[config.mk]
export PLATFORM = sky130hd
export DESIGN_NAME = dma_regs
export DESIGN_NICKNAME = d
export VERILOG_FILES = /design/src/source/dma_pkg.sv /design/src/source/dma_regs.sv
export SDC_FILE = /design/constraint.sdc
export NUM_CORES = 1
export LEC_CHECK = 0
export ABC_AREA = 1
export BUFFER_PORTS_ARGS = -buffer_cell sky130_fd_sc_hd__buf_2
export CAP_MARGIN = 15
export CORE_AREA = 10 10 85 87
export DETAILED_ROUTE_END_ITERATION = 6
export DIE_AREA = 0 0 95 97
export PLACE_DENSITY = 0.94
export RECOVER_POWER = 100
export SETUP_SLACK_MARGIN = 0.2
export SYNTH_ARGS = -nofsm -noshare
export SYNTH_HDL_FRONTEND = slang
export SYNTH_SLANG_ARGS = --single-unit
[constraint.sdc]
create_clock -name clock -period 2.45 [get_ports clock]
set_clock_uncertainty 0.05 [all_clocks]
set_input_delay 0.3675 -clock clock [delete_from_list [all_inputs] [get_ports clock]]
set_output_delay 0.3675 -clock clock [all_outputs]
set_load 0.01 [all_outputs]
[src/source/dma_pkg.sv]
/* Shared definitions for the DMA controller: sizes, register selects,
   configuration and bus structs, and the transfer engine states */

package dma_pkg;

    // Local buffer geometry
    localparam int mem_addr_w = 9;
    localparam int mem_depth  = 512;

    // Field widths of the transfer parameters
    localparam int block_w = 10;
    localparam int burst_w = 8;

    // Register select on the configuration port
    typedef enum logic [2:0] {
        sel_bus_start_addr = 3'd1,
        sel_mem_start_addr = 3'd2,
        sel_block_size     = 3'd3,
        sel_burst_size     = 3'd4,
        sel_ctrl_status    = 3'd5
    } cfg_sel_e;

    // One access on the configuration port
    typedef struct packed {
        cfg_sel_e    sel;
        logic        write;
        logic [31:0] data;
    } cfg_req_t;

    // Live transfer parameters, held in the register file
    typedef struct packed {
        logic [31:0]           bus_start_addr;
        logic [mem_addr_w-1:0] mem_start_addr;
        logic [block_w-1:0]    block_size;
        logic [burst_w-1:0]    burst_size;
    } dma_cfg_t;

    // Bus signals driven by the master
    typedef struct packed {
        logic               request;
        logic [31:0]        address_data;
        logic [burst_w-1:0] burst_size;
        logic               read_n_write;
        logic               begin_transaction;
        logic               end_transaction;
        logic               data_valid;
        logic               busy;
        logic               error;
    } bus_m2s_t;

    // Bus signals driven by the target
    typedef struct packed {
        logic        grant;
        logic [31:0] address_data;
        logic        end_transaction;
        logic        data_valid;
        logic        busy;
        logic        error;
    } bus_s2m_t;

    // Transfer engine FSM
    typedef enum logic [2:0] {
        st_idle,
        st_request,
        st_begin,
        st_read_data,
        st_write_data,
        st_end,
        st_next
    } engine_state_e;

endpackage

[src/source/dma_regs.sv]
/* Configuration and status registers with valid/ready write port,
   start pulse generation and combinational read-back */

`timescale 1ns/1ps

module dma_regs (
    input  logic              clock,
    input  logic              rst_n,
    input  logic              cfg_valid,
    input  dma_pkg::cfg_req_t cfg_req,
    output logic              cfg_ready,
    output logic [31:0]       cfg_rdata,
    output dma_pkg::dma_cfg_t cfg,
    output logic              start,
    output logic              dir,
    input  logic              done,
    input  logic              err
);
    import dma_pkg::*;

    // Bit 0 busy, bit 1 error
    logic [1:0] status;
    logic       cfg_write;
    logic       ctrl_write;

    // No writes accepted while a block is in flight
    assign cfg_ready = ~status[0];

    assign cfg_write  = cfg_valid && cfg_ready && cfg_req.write;
    assign ctrl_write = cfg_write && (cfg_req.sel == sel_ctrl_status);

    // Control bits are not stored and only fire the start pulse
    assign start = ctrl_write && (cfg_req.data[0] || cfg_req.data[1]);

    // Bit 0 (bus to buffer) has priority over bit 1 (buffer to bus)
    assign dir = ~cfg_req.data[0];

    always_ff @(posedge clock) begin
        if (!rst_n) begin
            cfg    <= '0;
            status <= '0;
        end else begin
            if (cfg_write) begin
                case (cfg_req.sel)
                    sel_bus_start_addr: cfg.bus_start_addr <= cfg_req.data;
                    sel_mem_start_addr: cfg.mem_start_addr <= cfg_req.data[mem_addr_w-1:0];
                    sel_block_size:     cfg.block_size     <= cfg_req.data[block_w-1:0];
                    sel_burst_size:     cfg.burst_size     <= cfg_req.data[burst_w-1:0];
                    default: ;
                endcase
            end

            // New block sets busy and clears a stale error
            if (start) begin
                status <= 2'b01;
            end else begin
                if (done) begin
                    status[0] <= 1'b0;
                end
                if (err) begin
                    status[1] <= 1'b1;
                end
            end
        end
    end

    always_comb begin
        cfg_rdata = '0;
        case (cfg_req.sel)
            sel_bus_start_addr: cfg_rdata = cfg.bus_start_addr;
            sel_mem_start_addr: cfg_rdata[mem_addr_w-1:0] = cfg.mem_start_addr;
            sel_block_size:     cfg_rdata[block_w-1:0] = cfg.block_size;
            sel_burst_size:     cfg_rdata[burst_w-1:0] = cfg.burst_size;
            // Control bits read as 0 in [1:0] and status sits in [3:2]
            sel_ctrl_status:    cfg_rdata[3:2] = status;
            default: ;
        endcase
    end

endmodule

## After elaboration in Yosys (flattened, before gate mapping)

Index checks and enable logic that the tools add are counted.

| storage, ports and cells | value |
|---|---|
| output and inout bits | 94 |
| input port bits | 41 |
| register bits | 61 |
| logic and storage cells | 33 |

| operators by class | value |
|---|---|
| bitwise gates (word level) | 3 |
| muxes and demuxes | 8 |
| reductions and logical operators | 11 |
| equality and inequality tests | 5 |

Operator list:

| kind | count |
|---|---|
| $mux W22 | 1 |
| $pmux W4 S4 | 1 |
| $pmux W2 S5 | 1 |
| $pmux W2 S4 | 1 |
| $reduce_and A2 Y1 | 4 |
| $eq A3 B2 Y1 const B | 2 |
| $eq A3 B3 Y1 const B | 2 |
| $logic_and A1 B1 Y1 | 4 |
| $eq A3 B1 Y1 const B | 1 |
| $not A1 Y1 | 3 |
| $pmux W1 S3 | 1 |
| $mux W1 | 2 |
| $pmux W1 S2 | 1 |
| $reduce_bool A2 Y1 | 1 |
| $reduce_or A2 Y1 | 1 |
| $logic_or A1 B1 Y1 | 1 |

## Longest topological paths before layout

| logic depth | value |
|---|---|
| word-level depth | 6 |
| gate-level depth with buffers | 8 |
| gate-level depth less buffers | 7 |

## Least setup slack after synthesis

Ideal clock, no wire load.

| path | value |
|---|---|
| kind | input-to-output |
| start point | in cfg_req[33] (netlist name) |
| end point | out cfg_rdata[2] |
| path buffers | 1 |
| required time | 2033 ps |
| setup slack | 873 ps |
| stages on the path | 8 |
| arrival time | 1159 ps |
| cell sequence | buf_6 nor2_1 nand2_1 inv_1 nand2_1 nand2_1 nor2_1 nor2_1 |

| on the way | value |
|---|---|
| longest elaborated chain between the ends | 2 |
| elaborated cells on any way between the ends | 6 |
| those cells by class | eq/ne (5); mux (1) |

RTL lines:

| element | line | source |
|---|---|---|
| start: declaration | dma_regs.sv:10 | `input dma_pkg::cfg_req_t cfg_req,` |
| $eq A3 B3 Y1 (tied with other cells) | dma_regs.sv:69 | `case (cfg_req.sel)` |
| $pmux W2 S5 * | dma_regs.sv:69 |  |
| end: declaration | dma_regs.sv:12 | `output logic [31:0] cfg_rdata,` |

Mark *: on every way between the ends. The rest lies on a longest branch, timed or not.

## Worst setup path in the final report

| path | value |
|---|---|
| start point | in cfg_req[34] (netlist name) |
| end point | out cfg_rdata[8] |

| on the way | value |
|---|---|
| longest elaborated chain between the ends | 2 |
| elaborated cells on any way between the ends | 4 |
| those cells by class | eq/ne (3); mux (1) |

RTL lines:

| element | line |
|---|---|
| $eq A3 B2 Y1 or $eq A3 B1 Y1 (tied branches) | dma_regs.sv:69 |
| $pmux W1 S3 * | dma_regs.sv:69 |

Marks and branches as above.

==> impl_metrics.prom <==
# TYPE chip_impl_metric gauge
chip_impl_info{name="run_status",value="completed"} 1
chip_impl_metric{name="ratio_of_routed_vias_to_standard_cells",unit=""} 5.09
chip_impl_info{name="worstSetupPathType",value="in2out"} 1
chip_impl_metric{name="floorplan.io_pins",unit=""} 135
chip_impl_metric{name="dp_hpwl",unit="µm"} 6790
chip_impl_info{name="clk_root_buffer_cell",value="sky130_fd_sc_hd__clkbuf_8"} 1
chip_impl_metric{name="max_cap_violations",unit=""} 0
chip_impl_metric{name="synthToLayoutAreaGrowth",unit="%"} 29.2
chip_impl_metric{name="layout-drive-gt1-share",unit="%"} 12.4
chip_impl_info{name="cts_tree",value="yes"} 1
chip_impl_info{name="yosys.cell_count.top_type",value="sky130_fd_sc_hd__nor2_1"} 1
chip_impl_metric{name="cts-root-to-sink-buffers",unit=""} 2
chip_impl_metric{name="postCtsSetupBuffers",unit=""} 0
chip_impl_metric{name="syn-cell-area",unit="mm²"} 0.00266
chip_impl_metric{name="diodes",unit=""} 0
chip_impl_metric{name="nNetsFinal",unit=""} 563
chip_impl_metric{name="power_dens_cells",unit="mW/mm²"} 626
chip_impl_metric{name="worst-endpoint-required",unit="ps"} 2030
chip_impl_metric{name="place_worst_setup_slack",unit="ps"} 515
chip_impl_metric{name="finalCoreUtilization",unit="%"} 62.8
chip_impl_info{name="netlist_top_cells_count",value="sky130_fd_sc_hd__nor2_1 (151), sky130_fd_sc_hd__dfxtp_1 (61), sky130_fd_sc_hd__o21ai_0 (56)"} 1
chip_impl_metric{name="headroom_to_the_max_slew_limit",unit="%"} 31.0
chip_impl_info{name="yosys-top-cells-area",value="sky130_fd_sc_hd__dfxtp_1 (46%), sky130_fd_sc_hd__nor2_1 (21%), sky130_fd_sc_hd__o21ai_0 (11%)"} 1
chip_impl_metric{name="p_leak",unit="nW"} 1.54
chip_impl_metric{name="port_buffers",unit=""} 134
chip_impl_metric{name="die_width",unit="µm"} 95
chip_impl_metric{name="post_synth_inst_count",unit=""} 389
chip_impl_metric{name="asyncSetResetFlopFracSynth",unit="%"} 0
chip_impl_metric{name="synth.yosys.warnings",unit=""} 0
chip_impl_metric{name="synth_edf_count",unit=""} 0
chip_impl_metric{name="first_iter_violations",unit=""} 227
chip_impl_metric{name="synth.top_cell.area_share",unit="%"} 45.9
chip_impl_metric{name="clock_insertion_delay_worst_skew",unit="ps"} 320
chip_impl_metric{name="initial_util",unit="%"} 48.6
chip_impl_metric{name="postCtsResizedCells",unit=""} 0
chip_impl_metric{name="vias",unit=""} 3038
chip_impl_info{name="yosysTopAreaCell",value="sky130_fd_sc_hd__dfxtp_1"} 1
chip_impl_metric{name="avgRoutedWirePerCell",unit="µm"} 15.2
chip_impl_metric{name="timing.critical_path.arrival",unit="ps"} 1670
chip_impl_metric{name="global_placer_s_final_weighted_congestion",unit=""} 0.977
chip_impl_metric{name="cts.hold.buffers_added",unit=""} 0
chip_impl_metric{name="setup_slack",unit="ps"} 363
chip_impl_metric{name="synth_seq_cells",unit=""} 61
chip_impl_metric{name="maxClockFrequency",unit="MHz"} 479
chip_impl_metric{name="period_needed",unit="ps"} 2090
chip_impl_metric{name="power.ir.vdd_worst",unit="µV"} 427
chip_impl_metric{name="cp_max_fo",unit=""} 25
chip_impl_metric{name="hold_violations",unit=""} 0
chip_impl_metric{name="timing.final.setup_violations",unit=""} 0
chip_impl_info{name="min_path_type",value="in2reg"} 1
chip_impl_metric{name="htree_num_levels",unit=""} 3
chip_impl_metric{name="cts.reportedPaths.clkPinSlew",unit="ps"} 60
chip_impl_metric{name="wl",unit="µm"} 9080
chip_impl_metric{name="grt.overflow.total",unit=""} 0
chip_impl_metric{name="dieArea",unit="mm²"} 0.00922
chip_impl_metric{name="synth_area_per_cell",unit="µm²"} 6.84
chip_impl_metric{name="cts_made_buffers",unit=""} 9
chip_impl_metric{name="drtPass1Iterations",unit=""} 5
chip_impl_metric{name="worst_slew_pin_slew",unit="ps"} 1030
chip_impl_metric{name="count_of_antenna_violating_nets_left_after_detailed_routing",unit=""} 0
chip_impl_metric{name="globalRouteTotalUtil",unit="%"} 18.7
chip_impl_info{name="ys_flop_type",value="sky130_fd_sc_hd__dfxtp_1"} 1
chip_impl_info{name="cp-end-kind",value="primary output"} 1
chip_impl_metric{name="mappedNetlistNets",unit=""} 431
chip_impl_metric{name="wire_length_of_the_first_global_routing_pass",unit="µm"} 14100
chip_impl_metric{name="yosysSeqAreaShare",unit="%"} 45.9
chip_impl_metric{name="core-area",unit="mm²"} 0.00547
chip_impl_metric{name="numClockSinks",unit=""} 61
chip_impl_metric{name="min_period_over_period",unit="%"} 85.2
chip_impl_metric{name="die_height",unit="µm"} 97
chip_impl_metric{name="via_count_of_the_first_global_routing_pass",unit=""} 2853
chip_impl_metric{name="grt_start_max_net_pins",unit=""} 62
chip_impl_metric{name="final.setup.tns",unit="ps"} 0
chip_impl_metric{name="timing.final.max_slew_violations",unit=""} 0
chip_impl_metric{name="floorplan.rows",unit=""} 27
chip_impl_info{name="grt_setup_unrepaired",value="no"} 1
chip_impl_info{name="setup.worst_path.start_class",value="input pin"} 1
chip_impl_metric{name="drc",unit=""} 0
chip_impl_metric{name="netlist-cell-type-count",unit=""} 23
chip_impl_metric{name="antenna_violations_before_repair",unit=""} 0
==> layout by cell type, fill, tap and decap left out, drive strengths merged <==
master | netlist | final
clkbuf | 5 | 102
nand3 | 9 | 9
buf | 11 | 46
or2 | 1 | 1
ha | 1 | 1
nor3 | 1 | 1
nand2 | 34 | 34
clkinv | 1 | 2
clkinvlp | 0 | 1
dfxtp | 61 | 61
inv | 37 | 37
bufinv | 0 | 2
o21ai | 60 | 60
a22o | 1 | 1
nor2 | 154 | 154
nand4 | 13 | 13
==> cell type report <==
type                       count  area, µm²
clock inverter                 4       72.6
timing repair buffer         137        581
multi-input combinational    274       1180
clock buffer                  11        141
sequential                    61       1220
tap                           72       90.1
inverter                      38        145
fill                         545       2040
==> power by group <==
part | switching (mW) | internal (mW)
registers | 0.0178 | 1.01
clock network | 0.363 | 0.593
logic | 0.108 | 0.0552
==> worst max-delay path, cell delays in order <==
cell and delay (ps):
sky130_fd_sc_hd__buf_2 140, sky130_fd_sc_hd__inv_1 190, sky130_fd_sc_hd__nand3_4 300, sky130_fd_sc_hd__inv_2 250, sky130_fd_sc_hd__nand2_1 70, sky130_fd_sc_hd__nand3_1 70
sky130_fd_sc_hd__nand2_1 50, sky130_fd_sc_hd__inv_1 50, sky130_fd_sc_hd__clkbuf_1 170
==> path summary, 6_finish.rpt <==
path         slack, ps           end   startpoint  depth (start not counted)
max reg2reg        440       cfg[25]    status[0]                          6
max                360  cfg_rdata[8]  cfg_req[34]                          9
min reg2reg        490       cfg[54]      cfg[54]                          2
min                210       cfg[47]  cfg_req[20]                          3
==> registers in the layout, indices dropped and copies added, names as in the netlist <==
signal  count
status      2
cfg        59
==> cells by family (layout without fill, tap and decap cells) <==
kind of cell | after synthesis | count (layout) | synth area share [%]
and+or+nand+nor | 212 | 212 | 33.2
AOI/OAI and AO/OA | 61 | 61 | 11.6
DFF | 61 | 61 | 45.9
buffers and inverters | 54 | 190 | 8.80
adders and majority gates | 1 | 1 | 0.470
==> stage by stage <==
| stage | cells | power (mW) | cell area (µm²) | hold WS (ps) |
|---|---|---|---|---|
| after floorplan | 389 | 1.14 | 2660 | 440 |
| after global placement | 582 | 1.22 | 3350 | 452 |
| after detailed placement | 582 | 1.22 | 3350 | 469 |
| after CTS | 597 | 2.18 | 3570 | 194 |
| after global routing | 597 | 2.25 | 3440 | 198 |
| final | 597 | 2.15 | 3440 | 207 |
==> metal layers <==
metal,part of all wire [%],global-route usage (%),up-vias
li1,-,-,1489
met1,39,21.1,1377
met2,47,31.3,158
met3,13,7.86,14
met4,1.4,5.03,0
met5,0,0,-
Power figures use the tool's default switching activity.
