$ cat src/source/dma_pkg.sv
/* Shared definitions for the DMA controller: sizes, register selects,
   configuration and bus structs, and the transfer engine states */

package dma_pkg;

    // Local buffer geometry
    localparam int mem_addr_w = 9;
    localparam int mem_depth  = 512;

    // Field widths of the transfer parameters
    localparam int block_w = 10;
    localparam int burst_w = 8;

    // Register select on the configuration port
    typedef enum logic [2:0] {
        sel_bus_start_addr = 3'd1,
        sel_mem_start_addr = 3'd2,
        sel_block_size     = 3'd3,
        sel_burst_size     = 3'd4,
        sel_ctrl_status    = 3'd5
    } cfg_sel_e;

    // One access on the configuration port
    typedef struct packed {
        cfg_sel_e    sel;
        logic        write;
        logic [31:0] data;
    } cfg_req_t;

    // Live transfer parameters, held in the register file
    typedef struct packed {
        logic [31:0]           bus_start_addr;
        logic [mem_addr_w-1:0] mem_start_addr;
        logic [block_w-1:0]    block_size;
        logic [burst_w-1:0]    burst_size;
    } dma_cfg_t;

    // Bus signals driven by the master
    typedef struct packed {
        logic               request;
        logic [31:0]        address_data;
        logic [burst_w-1:0] burst_size;
        logic               read_n_write;
        logic               begin_transaction;
        logic               end_transaction;
        logic               data_valid;
        logic               busy;
        logic               error;
    } bus_m2s_t;

    // Bus signals driven by the target
    typedef struct packed {
        logic        grant;
        logic [31:0] address_data;
        logic        end_transaction;
        logic        data_valid;
        logic        busy;
        logic        error;
    } bus_s2m_t;

    // Transfer engine FSM
    typedef enum logic [2:0] {
        st_idle,
        st_request,
        st_begin,
        st_read_data,
        st_write_data,
        st_end,
        st_next
    } engine_state_e;

endpackage

$ cat src/source/dma_transfer_engine.sv
/* Bus master of the DMA: splits a block into bursts and moves words
   between the shared bus and the local buffer in either direction */

`timescale 1ns/1ps

module dma_transfer_engine (
    input  logic                           clock,
    input  logic                           rst_n,
    input  dma_pkg::dma_cfg_t              cfg,
    input  logic                           start,
    input  logic                           dir,
    output logic                           done,
    output logic                           err,
    output logic [dma_pkg::mem_addr_w-1:0] buf_addr,
    output logic                           buf_we,
    output logic [31:0]                    buf_wdata,
    input  logic [31:0]                    buf_rdata,
    output dma_pkg::bus_m2s_t              bus_out,
    input  dma_pkg::bus_s2m_t              bus_in
);
    import dma_pkg::*;

    engine_state_e state;

    // Direction latched on start (1 is buffer to bus) and the abort flag
    logic                  dir_q;
    logic                  aborted;

    // Running addresses and counters
    logic [31:0]           bus_addr;
    logic [mem_addr_w-1:0] buf_ptr;
    logic [mem_addr_w-1:0] fetch_ptr;
    logic [block_w-1:0]    words_left;
    logic [burst_w:0]      burst_words;
    logic [burst_w:0]      burst_left;
    logic [burst_w:0]      burst_len;
    logic [burst_w:0]      burst_len_m1;

    // Write side word staging
    logic [31:0]           hold_word;
    logic                  hold_valid;
    logic [31:0]           wr_word;

    logic                  in_xfer;
    logic                  rd_beat;
    logic                  wr_beat;

    // Last burst of a block is shorter
    assign burst_len = (words_left < block_w'(burst_words)) ? words_left[burst_w:0]
                                                            : burst_words;
    assign burst_len_m1 = burst_len - 1'b1;

    // Held word wins over the prefetched one after a busy cycle
    assign wr_word = hold_valid ? hold_word : buf_rdata;

    assign in_xfer = (state == st_begin) || (state == st_read_data) ||
                     (state == st_write_data) || (state == st_end);

    assign rd_beat = (state == st_read_data) && bus_in.data_valid && !bus_in.error;
    assign wr_beat = (state == st_write_data) && !bus_in.busy && !bus_in.error;

    // Fetch pointer runs one word ahead while writing to the bus
    assign buf_addr  = (state == st_write_data) ? fetch_ptr : buf_ptr;
    assign buf_we    = rd_beat;
    assign buf_wdata = bus_in.address_data;

    always_comb begin
        bus_out         = '0;
        bus_out.request = (state == st_request) || in_xfer;
        if (state == st_begin) begin
            bus_out.begin_transaction = 1'b1;
            bus_out.address_data      = bus_addr;
            bus_out.burst_size        = burst_len_m1[burst_w-1:0];
            bus_out.read_n_write      = ~dir_q;
        end
        if (state == st_write_data) begin
            bus_out.address_data = wr_word;
            bus_out.data_valid   = 1'b1;
        end
        if (state == st_end) begin
            bus_out.end_transaction = 1'b1;
        end
    end

    // FSM and handshake flags
    always_ff @(posedge clock) begin
        if (!rst_n) begin
            state      <= st_idle;
            done       <= 1'b0;
            err        <= 1'b0;
            aborted    <= 1'b0;
            hold_valid <= 1'b0;
        end else begin
            done <= 1'b0;
            err  <= 1'b0;
            case (state)
                st_idle: begin
                    if (start) begin
                        aborted <= 1'b0;
                        // Empty block finishes at once
                        if (cfg.block_size == '0) begin
                            done <= 1'b1;
                        end else begin
                            state <= st_request;
                        end
                    end
                end
                st_request: begin
                    if (bus_in.grant) begin
                        state <= st_begin;
                    end
                end
                st_begin: begin
                    hold_valid <= 1'b0;
                    state      <= dir_q ? st_write_data : st_read_data;
                end
                st_read_data: begin
                    // Target closes read bursts
                    if (bus_in.end_transaction) begin
                        state <= st_next;
                    end
                end
                st_write_data: begin
                    if (wr_beat) begin
                        hold_valid <= 1'b0;
                        if (burst_left == 1) begin
                            state <= st_end;
                        end
                    end else if (bus_in.busy && !hold_valid) begin
                        hold_valid <= 1'b1;
                    end
                end
                st_end: begin
                    state <= st_next;
                end
                st_next: begin
                    if (aborted || words_left == '0) begin
                        done  <= 1'b1;
                        state <= st_idle;
                    end else begin
                        state <= st_request;
                    end
                end
                default: begin
                    state <= st_idle;
                end
            endcase

            // Target error kills the rest of the block
            if (in_xfer && bus_in.error) begin
                err     <= 1'b1;
                aborted <= 1'b1;
                state   <= st_next;
            end
        end
    end

    // Addresses, counters and staged data
    always_ff @(posedge clock) begin
        if (state == st_idle && start) begin
            dir_q       <= dir;
            bus_addr    <= cfg.bus_start_addr;
            buf_ptr     <= cfg.mem_start_addr;
            words_left  <= cfg.block_size;
            burst_words <= {1'b0, cfg.burst_size} + 1'b1;
        end
        if (state == st_begin) begin
            burst_left <= burst_len;
            fetch_ptr  <= buf_ptr + 1'b1;
        end
        if (rd_beat || wr_beat) begin
            bus_addr   <= bus_addr + 32'd4;
            buf_ptr    <= buf_ptr + 1'b1;
            words_left <= words_left - 1'b1;
            burst_left <= burst_left - 1'b1;
        end
        if (wr_beat) begin
            fetch_ptr <= fetch_ptr + 1'b1;
        end
        // Capture the word on the bus before the buffer output moves on
        if (state == st_write_data && bus_in.busy && !hold_valid) begin
            hold_word <= buf_rdata;
        end
    end

endmodule
$ cat config.mk
export PLATFORM = sky130hd
export DESIGN_NAME = dma_transfer_engine
export DESIGN_NICKNAME = d
export VERILOG_FILES = /design/src/source/dma_pkg.sv /design/src/source/dma_transfer_engine.sv
export SDC_FILE = /design/constraint.sdc
export NUM_CORES = 1
export LEC_CHECK = 0
export ABC_AREA = 0
export BUFFER_PORTS_ARGS = -buffer_cell sky130_fd_sc_hd__buf_2
export CAP_MARGIN = 10
export CORE_MARGIN = 4
export CORE_UTILIZATION = 45
export DETAILED_ROUTE_END_ITERATION = 10
export GPL_TIMING_DRIVEN = 1
export HOLD_SLACK_MARGIN = 0.06
export PLACE_DENSITY = 0.74
export SLEW_MARGIN = 10
export SYNTH_ARGS = -nofsm -noshare
export SYNTH_HDL_FRONTEND = slang
export SYNTH_SLANG_ARGS = --single-unit
$ cat constraint.sdc
create_clock -name clock -period 3.46 [get_ports clock]
set_input_delay 0.173 -clock clock [delete_from_list [all_inputs] [get_ports clock]]
set_output_delay 0.173 -clock clock [all_outputs]
set_load 0.1 [all_outputs]
Yosys cells after proc, flatten, opt, wreduce, memory -nomap -nowiden. Cells that the tools add are included. Widths: inputs -> output; s select.

Bits in registers: 118. Input port bits: 132. Output and inout port bits: 91. Word-level logic and storage cells: 114.

Add/subtract/negate cells: 7. Order comparisons: 1. Eq/ne operators: 20. Mux-type cells: 38. Bitwise logic cells: 2. Reduce and logical (&&, ||, !) cells: 32.

Operator list (number): $mux 32 (4); $mux 9 (8); $mux 42 (1); $add 32x3->32 const B (1); $mux 3 (8); $pmux 3 s7 (1); $logic_not 10->1 (2); $mux 10 (2); $add 9x1->9 const B (2); $mux 1 (12); $ne 3x2->1 const B (4); $reduce_and 6->1 (2); $reduce_bool 2->1 (6); $lt 10x9->1 (1); $ne 2x2->1 const B (5); $sub 10x1->10 const B (1); $add 8x1->9 const B (1); $eq 3x3->1 const B (3); $eq 9x1->1 const B (1); $logic_and 1x1->1 (9); $sub 9x1->9 const B (1); $sub 8x1->8 const B (1); $eq 3x2->1 const B (2); $logic_or 1x1->1 (6); other kinds (10) (16).

Depth between registers and ports, before layout.
Depth after elaboration: 7. Mapped depth: 13.

Worst setup path before layout. No wires, ideal clock.

Path type: register -> output. Start: register words_left[7]. End: output bus_out[10] (netlist name). Data arrival time: 4.692 ns. Slack: -1.405 ns. Cell stages (with the launch flop): 12. Path through: edfxtp_1 -> ha_1 -> a21o_1 -> a211oi_1 -> o31a_1 -> nand2_1 -> a21oi_1 -> ha_1 -> nor2b_1 -> and2_1 -> xnor2_1 -> a211oi_1.

RTL lines: start, declared (line dma_transfer_engine.sv:33) `logic [block_w-1:0] words_left;`; start signal, assigned (line dma_transfer_engine.sv:164) `words_left <= cfg.block_size;`; start signal, assigned (line dma_transfer_engine.sv:174) `words_left <= words_left - 1'b1;`; end, declared (line dma_transfer_engine.sv:18) `output dma_pkg::bus_m2s_t bus_out,`.

==> out/metrics.cfg <==
[worst_setup_path]
crit_path_start=words_left[7]$_DFFE_PP_
rr_worst_depth=6
cp_max_fo=4
cp_data_arrival_time_ps=3190
start_kind=flip-flop
critPathSlowestCell=edfxtp_1
worstSetupPathType=flip-flop to primary output
end_kind=primary output
r2r_slack_ps=720
rr_endpoint=burst_left[1]$_DFFE_PP_
worstPathCellList=ha_4 > a21o_1 > a211oi_2 > buf_4 > o31ai_4 > nor3_2 > a21oi_2 > ha_4 > nor2b_4 > and2_4 > xnor2_1 > a211oi_2 > buf_12
worst_ep_required_time_ps=3290
regToRegStartpoint=state[2]$_SDFFE_PN0P_
critPathMaxStageDelay_ps=430

[power_and_ir_drop]
p_int_mw=3.60
total_power_mw=5.89
seq_power_share_pct=34.1
p_clk_share_pct=32.1
powerDensity_nw_per_um2=603
power_frac_comb_pct=33.8
p_leak_nw=3.84
max-vdd-ir-drop_v=0.000411
p_switching_mw=2.29
power.share.switching_pct=38.8

[placement]
place_ws_ps=342
gp_congestion=0.933
placed_cells=1073
port_buffers=156
placed_area_um2=8220
dp_hpwl_um=14100

[clock_network]
cts_max_level=4
cts.path.max_buffers=2
cts-root-buf=clkbuf_16
cts_tree=built
cts_sinks=118
clk-insertion-delay-late_ps=410
cts_buffers=17
path_clk_slew_ps=60

[routing]
viasPerCell=5.47
drtIter0Drc=656
postRouteAntennaNets=0
routed_wl_um=21100
wire_per_inst_um=17.7
drtPass1Iterations=5
drc=0
vias=6537

[layout]
syn2layout_area_growth_pct=33.1
fin_area_um2=9760
n_antenna_cell=0
finish.utilization_pct=61.2
final_layout_size_suffix_gt1_share_pct=25.1
final_cell_mix=153 x buf_2, 136 x nand2_1, 111 x edfxtp_1, 77 x dlygate4sd3_1, 52 x o21ai_0
fillers=1315
nNetsFinal=1114
final_common_cell=buf_2
instances_no_fill=1195

[sta]
final.setup.worst_slack_ps=96.8
final.min_clock_period_ps=3360
rsz0062_at_grt=yes
skew_ps=7.61
slew-limit-headroom_pct=31.7
max_slew.worst_pin.slew_ps=1020
fmaxAchievable_ghz=0.297
setup_viol=0
fin_tns_setup_ps=0
hold_viol=0
whs_ps=63.5
fin_crit_sh_pct=97.2
maxSlewViolCount=0

[job]
maxCapViolations=0

[die]
start_util_pct=46.0
die_h_um=136
coreArea_um2=15900
fp.dieW_um=136
num_rows=46
dieArea_um2=18400
io_pins=223

[grt]
grt_max_degree=114
grt_usage_pct=22.9
antenna_found_initial=0
overflow=0
grt_pass1_wl_um=33300
grt_pass1_vias=6572

[logic_synthesis]
yosysWarnings=0
syn_area_um2=7330
yosysSeqAreaShare_pct=47.4
synth_seq_cells=118
yosysUniqueCellTypes=54
synth_edf_count=111
synth_ff_type=edfxtp_1
ys_async_sr_fraction_pct=0
avgSynthCellArea_um2=9.69
postSynthCellCount=756

[min_path]
hp-class=input port to flip-flop
hold_end=bus_addr[8]$_DFFE_PP_
hp-start=cfg[35]
worstHoldPathCells=3

[run_status]
status=finished clean

layout make-up:
class                      count  area [µm²]  share of cell area [%]
inverter                      24        90.1                   0.923
multi-input combinational    543        3470                    35.5
clock inverter                15         201                    2.06
timing repair buffer         262        1830                    18.7
sequential                   118        3470                    35.6
tap                          216         270                    2.77
clock buffer                  17         425                    4.36
power by group through the flow:
| stage | clock, mW | combinational (mW) | sequential, mW |
|---|---|---|---|
| 2_1_floorplan | 0 | 1.60 | 1.98 |
| 3_3_place_gp | 0 | 1.82 | 2.02 |
| 3_5_place_dp | 0 | 1.82 | 2.04 |
| 4_1_cts | 1.91 | 1.92 | 2.00 |
| 5_1_grt | 1.96 | 2.13 | 2.03 |
| 6_report | 1.89 | 1.99 | 2.01 |
layer usage:
metal	wire length (µm)	GRT usage [%]	share of wire, %
met1	8900	30.0	42
met2	9930	36.7	47
met3	1620	5.46	7.7
met4	657	9.35	3.1
met5	0	0	0
cell usage after synthesis (2+ instances only):
library cell / n / share of area (%)
nand2b_1: 3 / 0.26
and3_1: 10 / 0.85
buf_2: 13 / 0.89
and2_1: 5 / 0.43
o31ai_1: 2 / 0.20
a21oi_1: 12 / 0.82
nand3b_1: 3 / 0.31
xnor2_1: 40 / 4.8
mux2_2: 2 / 0.31
nor4_2: 2 / 0.34
or4_1: 2 / 0.20
edfxtp_1: 111 / 45
o21ai_0: 77 / 5.3
buf_4: 34 / 3.5
o21ai_1: 5 / 0.34
nor2_1: 28 / 1.4
dfxtp_1: 7 / 1.9
ha_1: 16 / 2.7
nand4_1: 19 / 1.6
o22ai_1: 4 / 0.34
xor2_1: 28 / 3.3
nor3_1: 16 / 1.1
or2_2: 3 / 0.26
or3_1: 3 / 0.26
clkbuf_1: 21 / 1.1
nor4_1: 15 / 1.3
o311ai_0: 4 / 0.48
nand2_1: 139 / 7.1
nand3_1: 22 / 1.5
mux2i_1: 41 / 5.6
buf_1: 3 / 0.15
inv_1: 23 / 1.2
o221ai_1: 3 / 0.36
and4_1: 2 / 0.24
o211ai_1: 3 / 0.31
nor2b_1: 5 / 0.43
a211oi_1: 10 / 1.0
a31oi_1: 4 / 0.34
critical path: cells and delay by family, from the launching register on:
| family | cells | cell delay, ps |
|---|---|---|
| and+or+nand+nor | 3 | 550 |
| DFF | 1 | 430 |
| AOI/OAI and AO/OA | 5 | 840 |
| buffers and inverters | 2 | 370 |
| xor gates and xnor gates | 1 | 120 |
| adders and majority gates | 2 | 450 |
how the worst max path moves through the flow:
stage,end,cells after the start
global route,bus_out[10],13
global placement,bus_out[10],12
detailed placement,bus_out[10],12
CTS,bus_out[12],12
floorplan,bus_out[11],7
finish,bus_out[10],13
cells by family (layout without fill, tap and decap cells):
| family | after synthesis | in the layout | share of synthesized area [%] |
|---|---|---|---|
| buf+inv | 96 | 318 | 6.98 |
| xor+xnor | 68 | 68 | 8.13 |
| flops | 118 | 118 | 47.4 |
| simple gates | 282 | 282 | 18.3 |
| fa+ha+maj | 16 | 16 | 2.73 |
| other cells | 1 | 2 | 0.0512 |
| mux | 43 | 43 | 5.91 |
| compound gates | 132 | 132 | 10.5 |
registers in the layout (all words and copies together), names as in the netlist:
register,cells
bus_addr,32
hold_word,32
words_left,10
buf_ptr,9
burst_left,9
burst_words,9
fetch_ptr,9
state,3
aborted,1
dir_q,1
done,1
err,1
hold_valid,1
what timing repair did:
item	4_1_cts	5_1_grt
gates resized for setup	2	7
setup endpoints to repair	2	3
hold endpoints to repair	79	0
cloned	0	0
pin swaps	2	6
hold buffers	77	0
setup buffers	3	10
(Power assumes the default switching activity.)
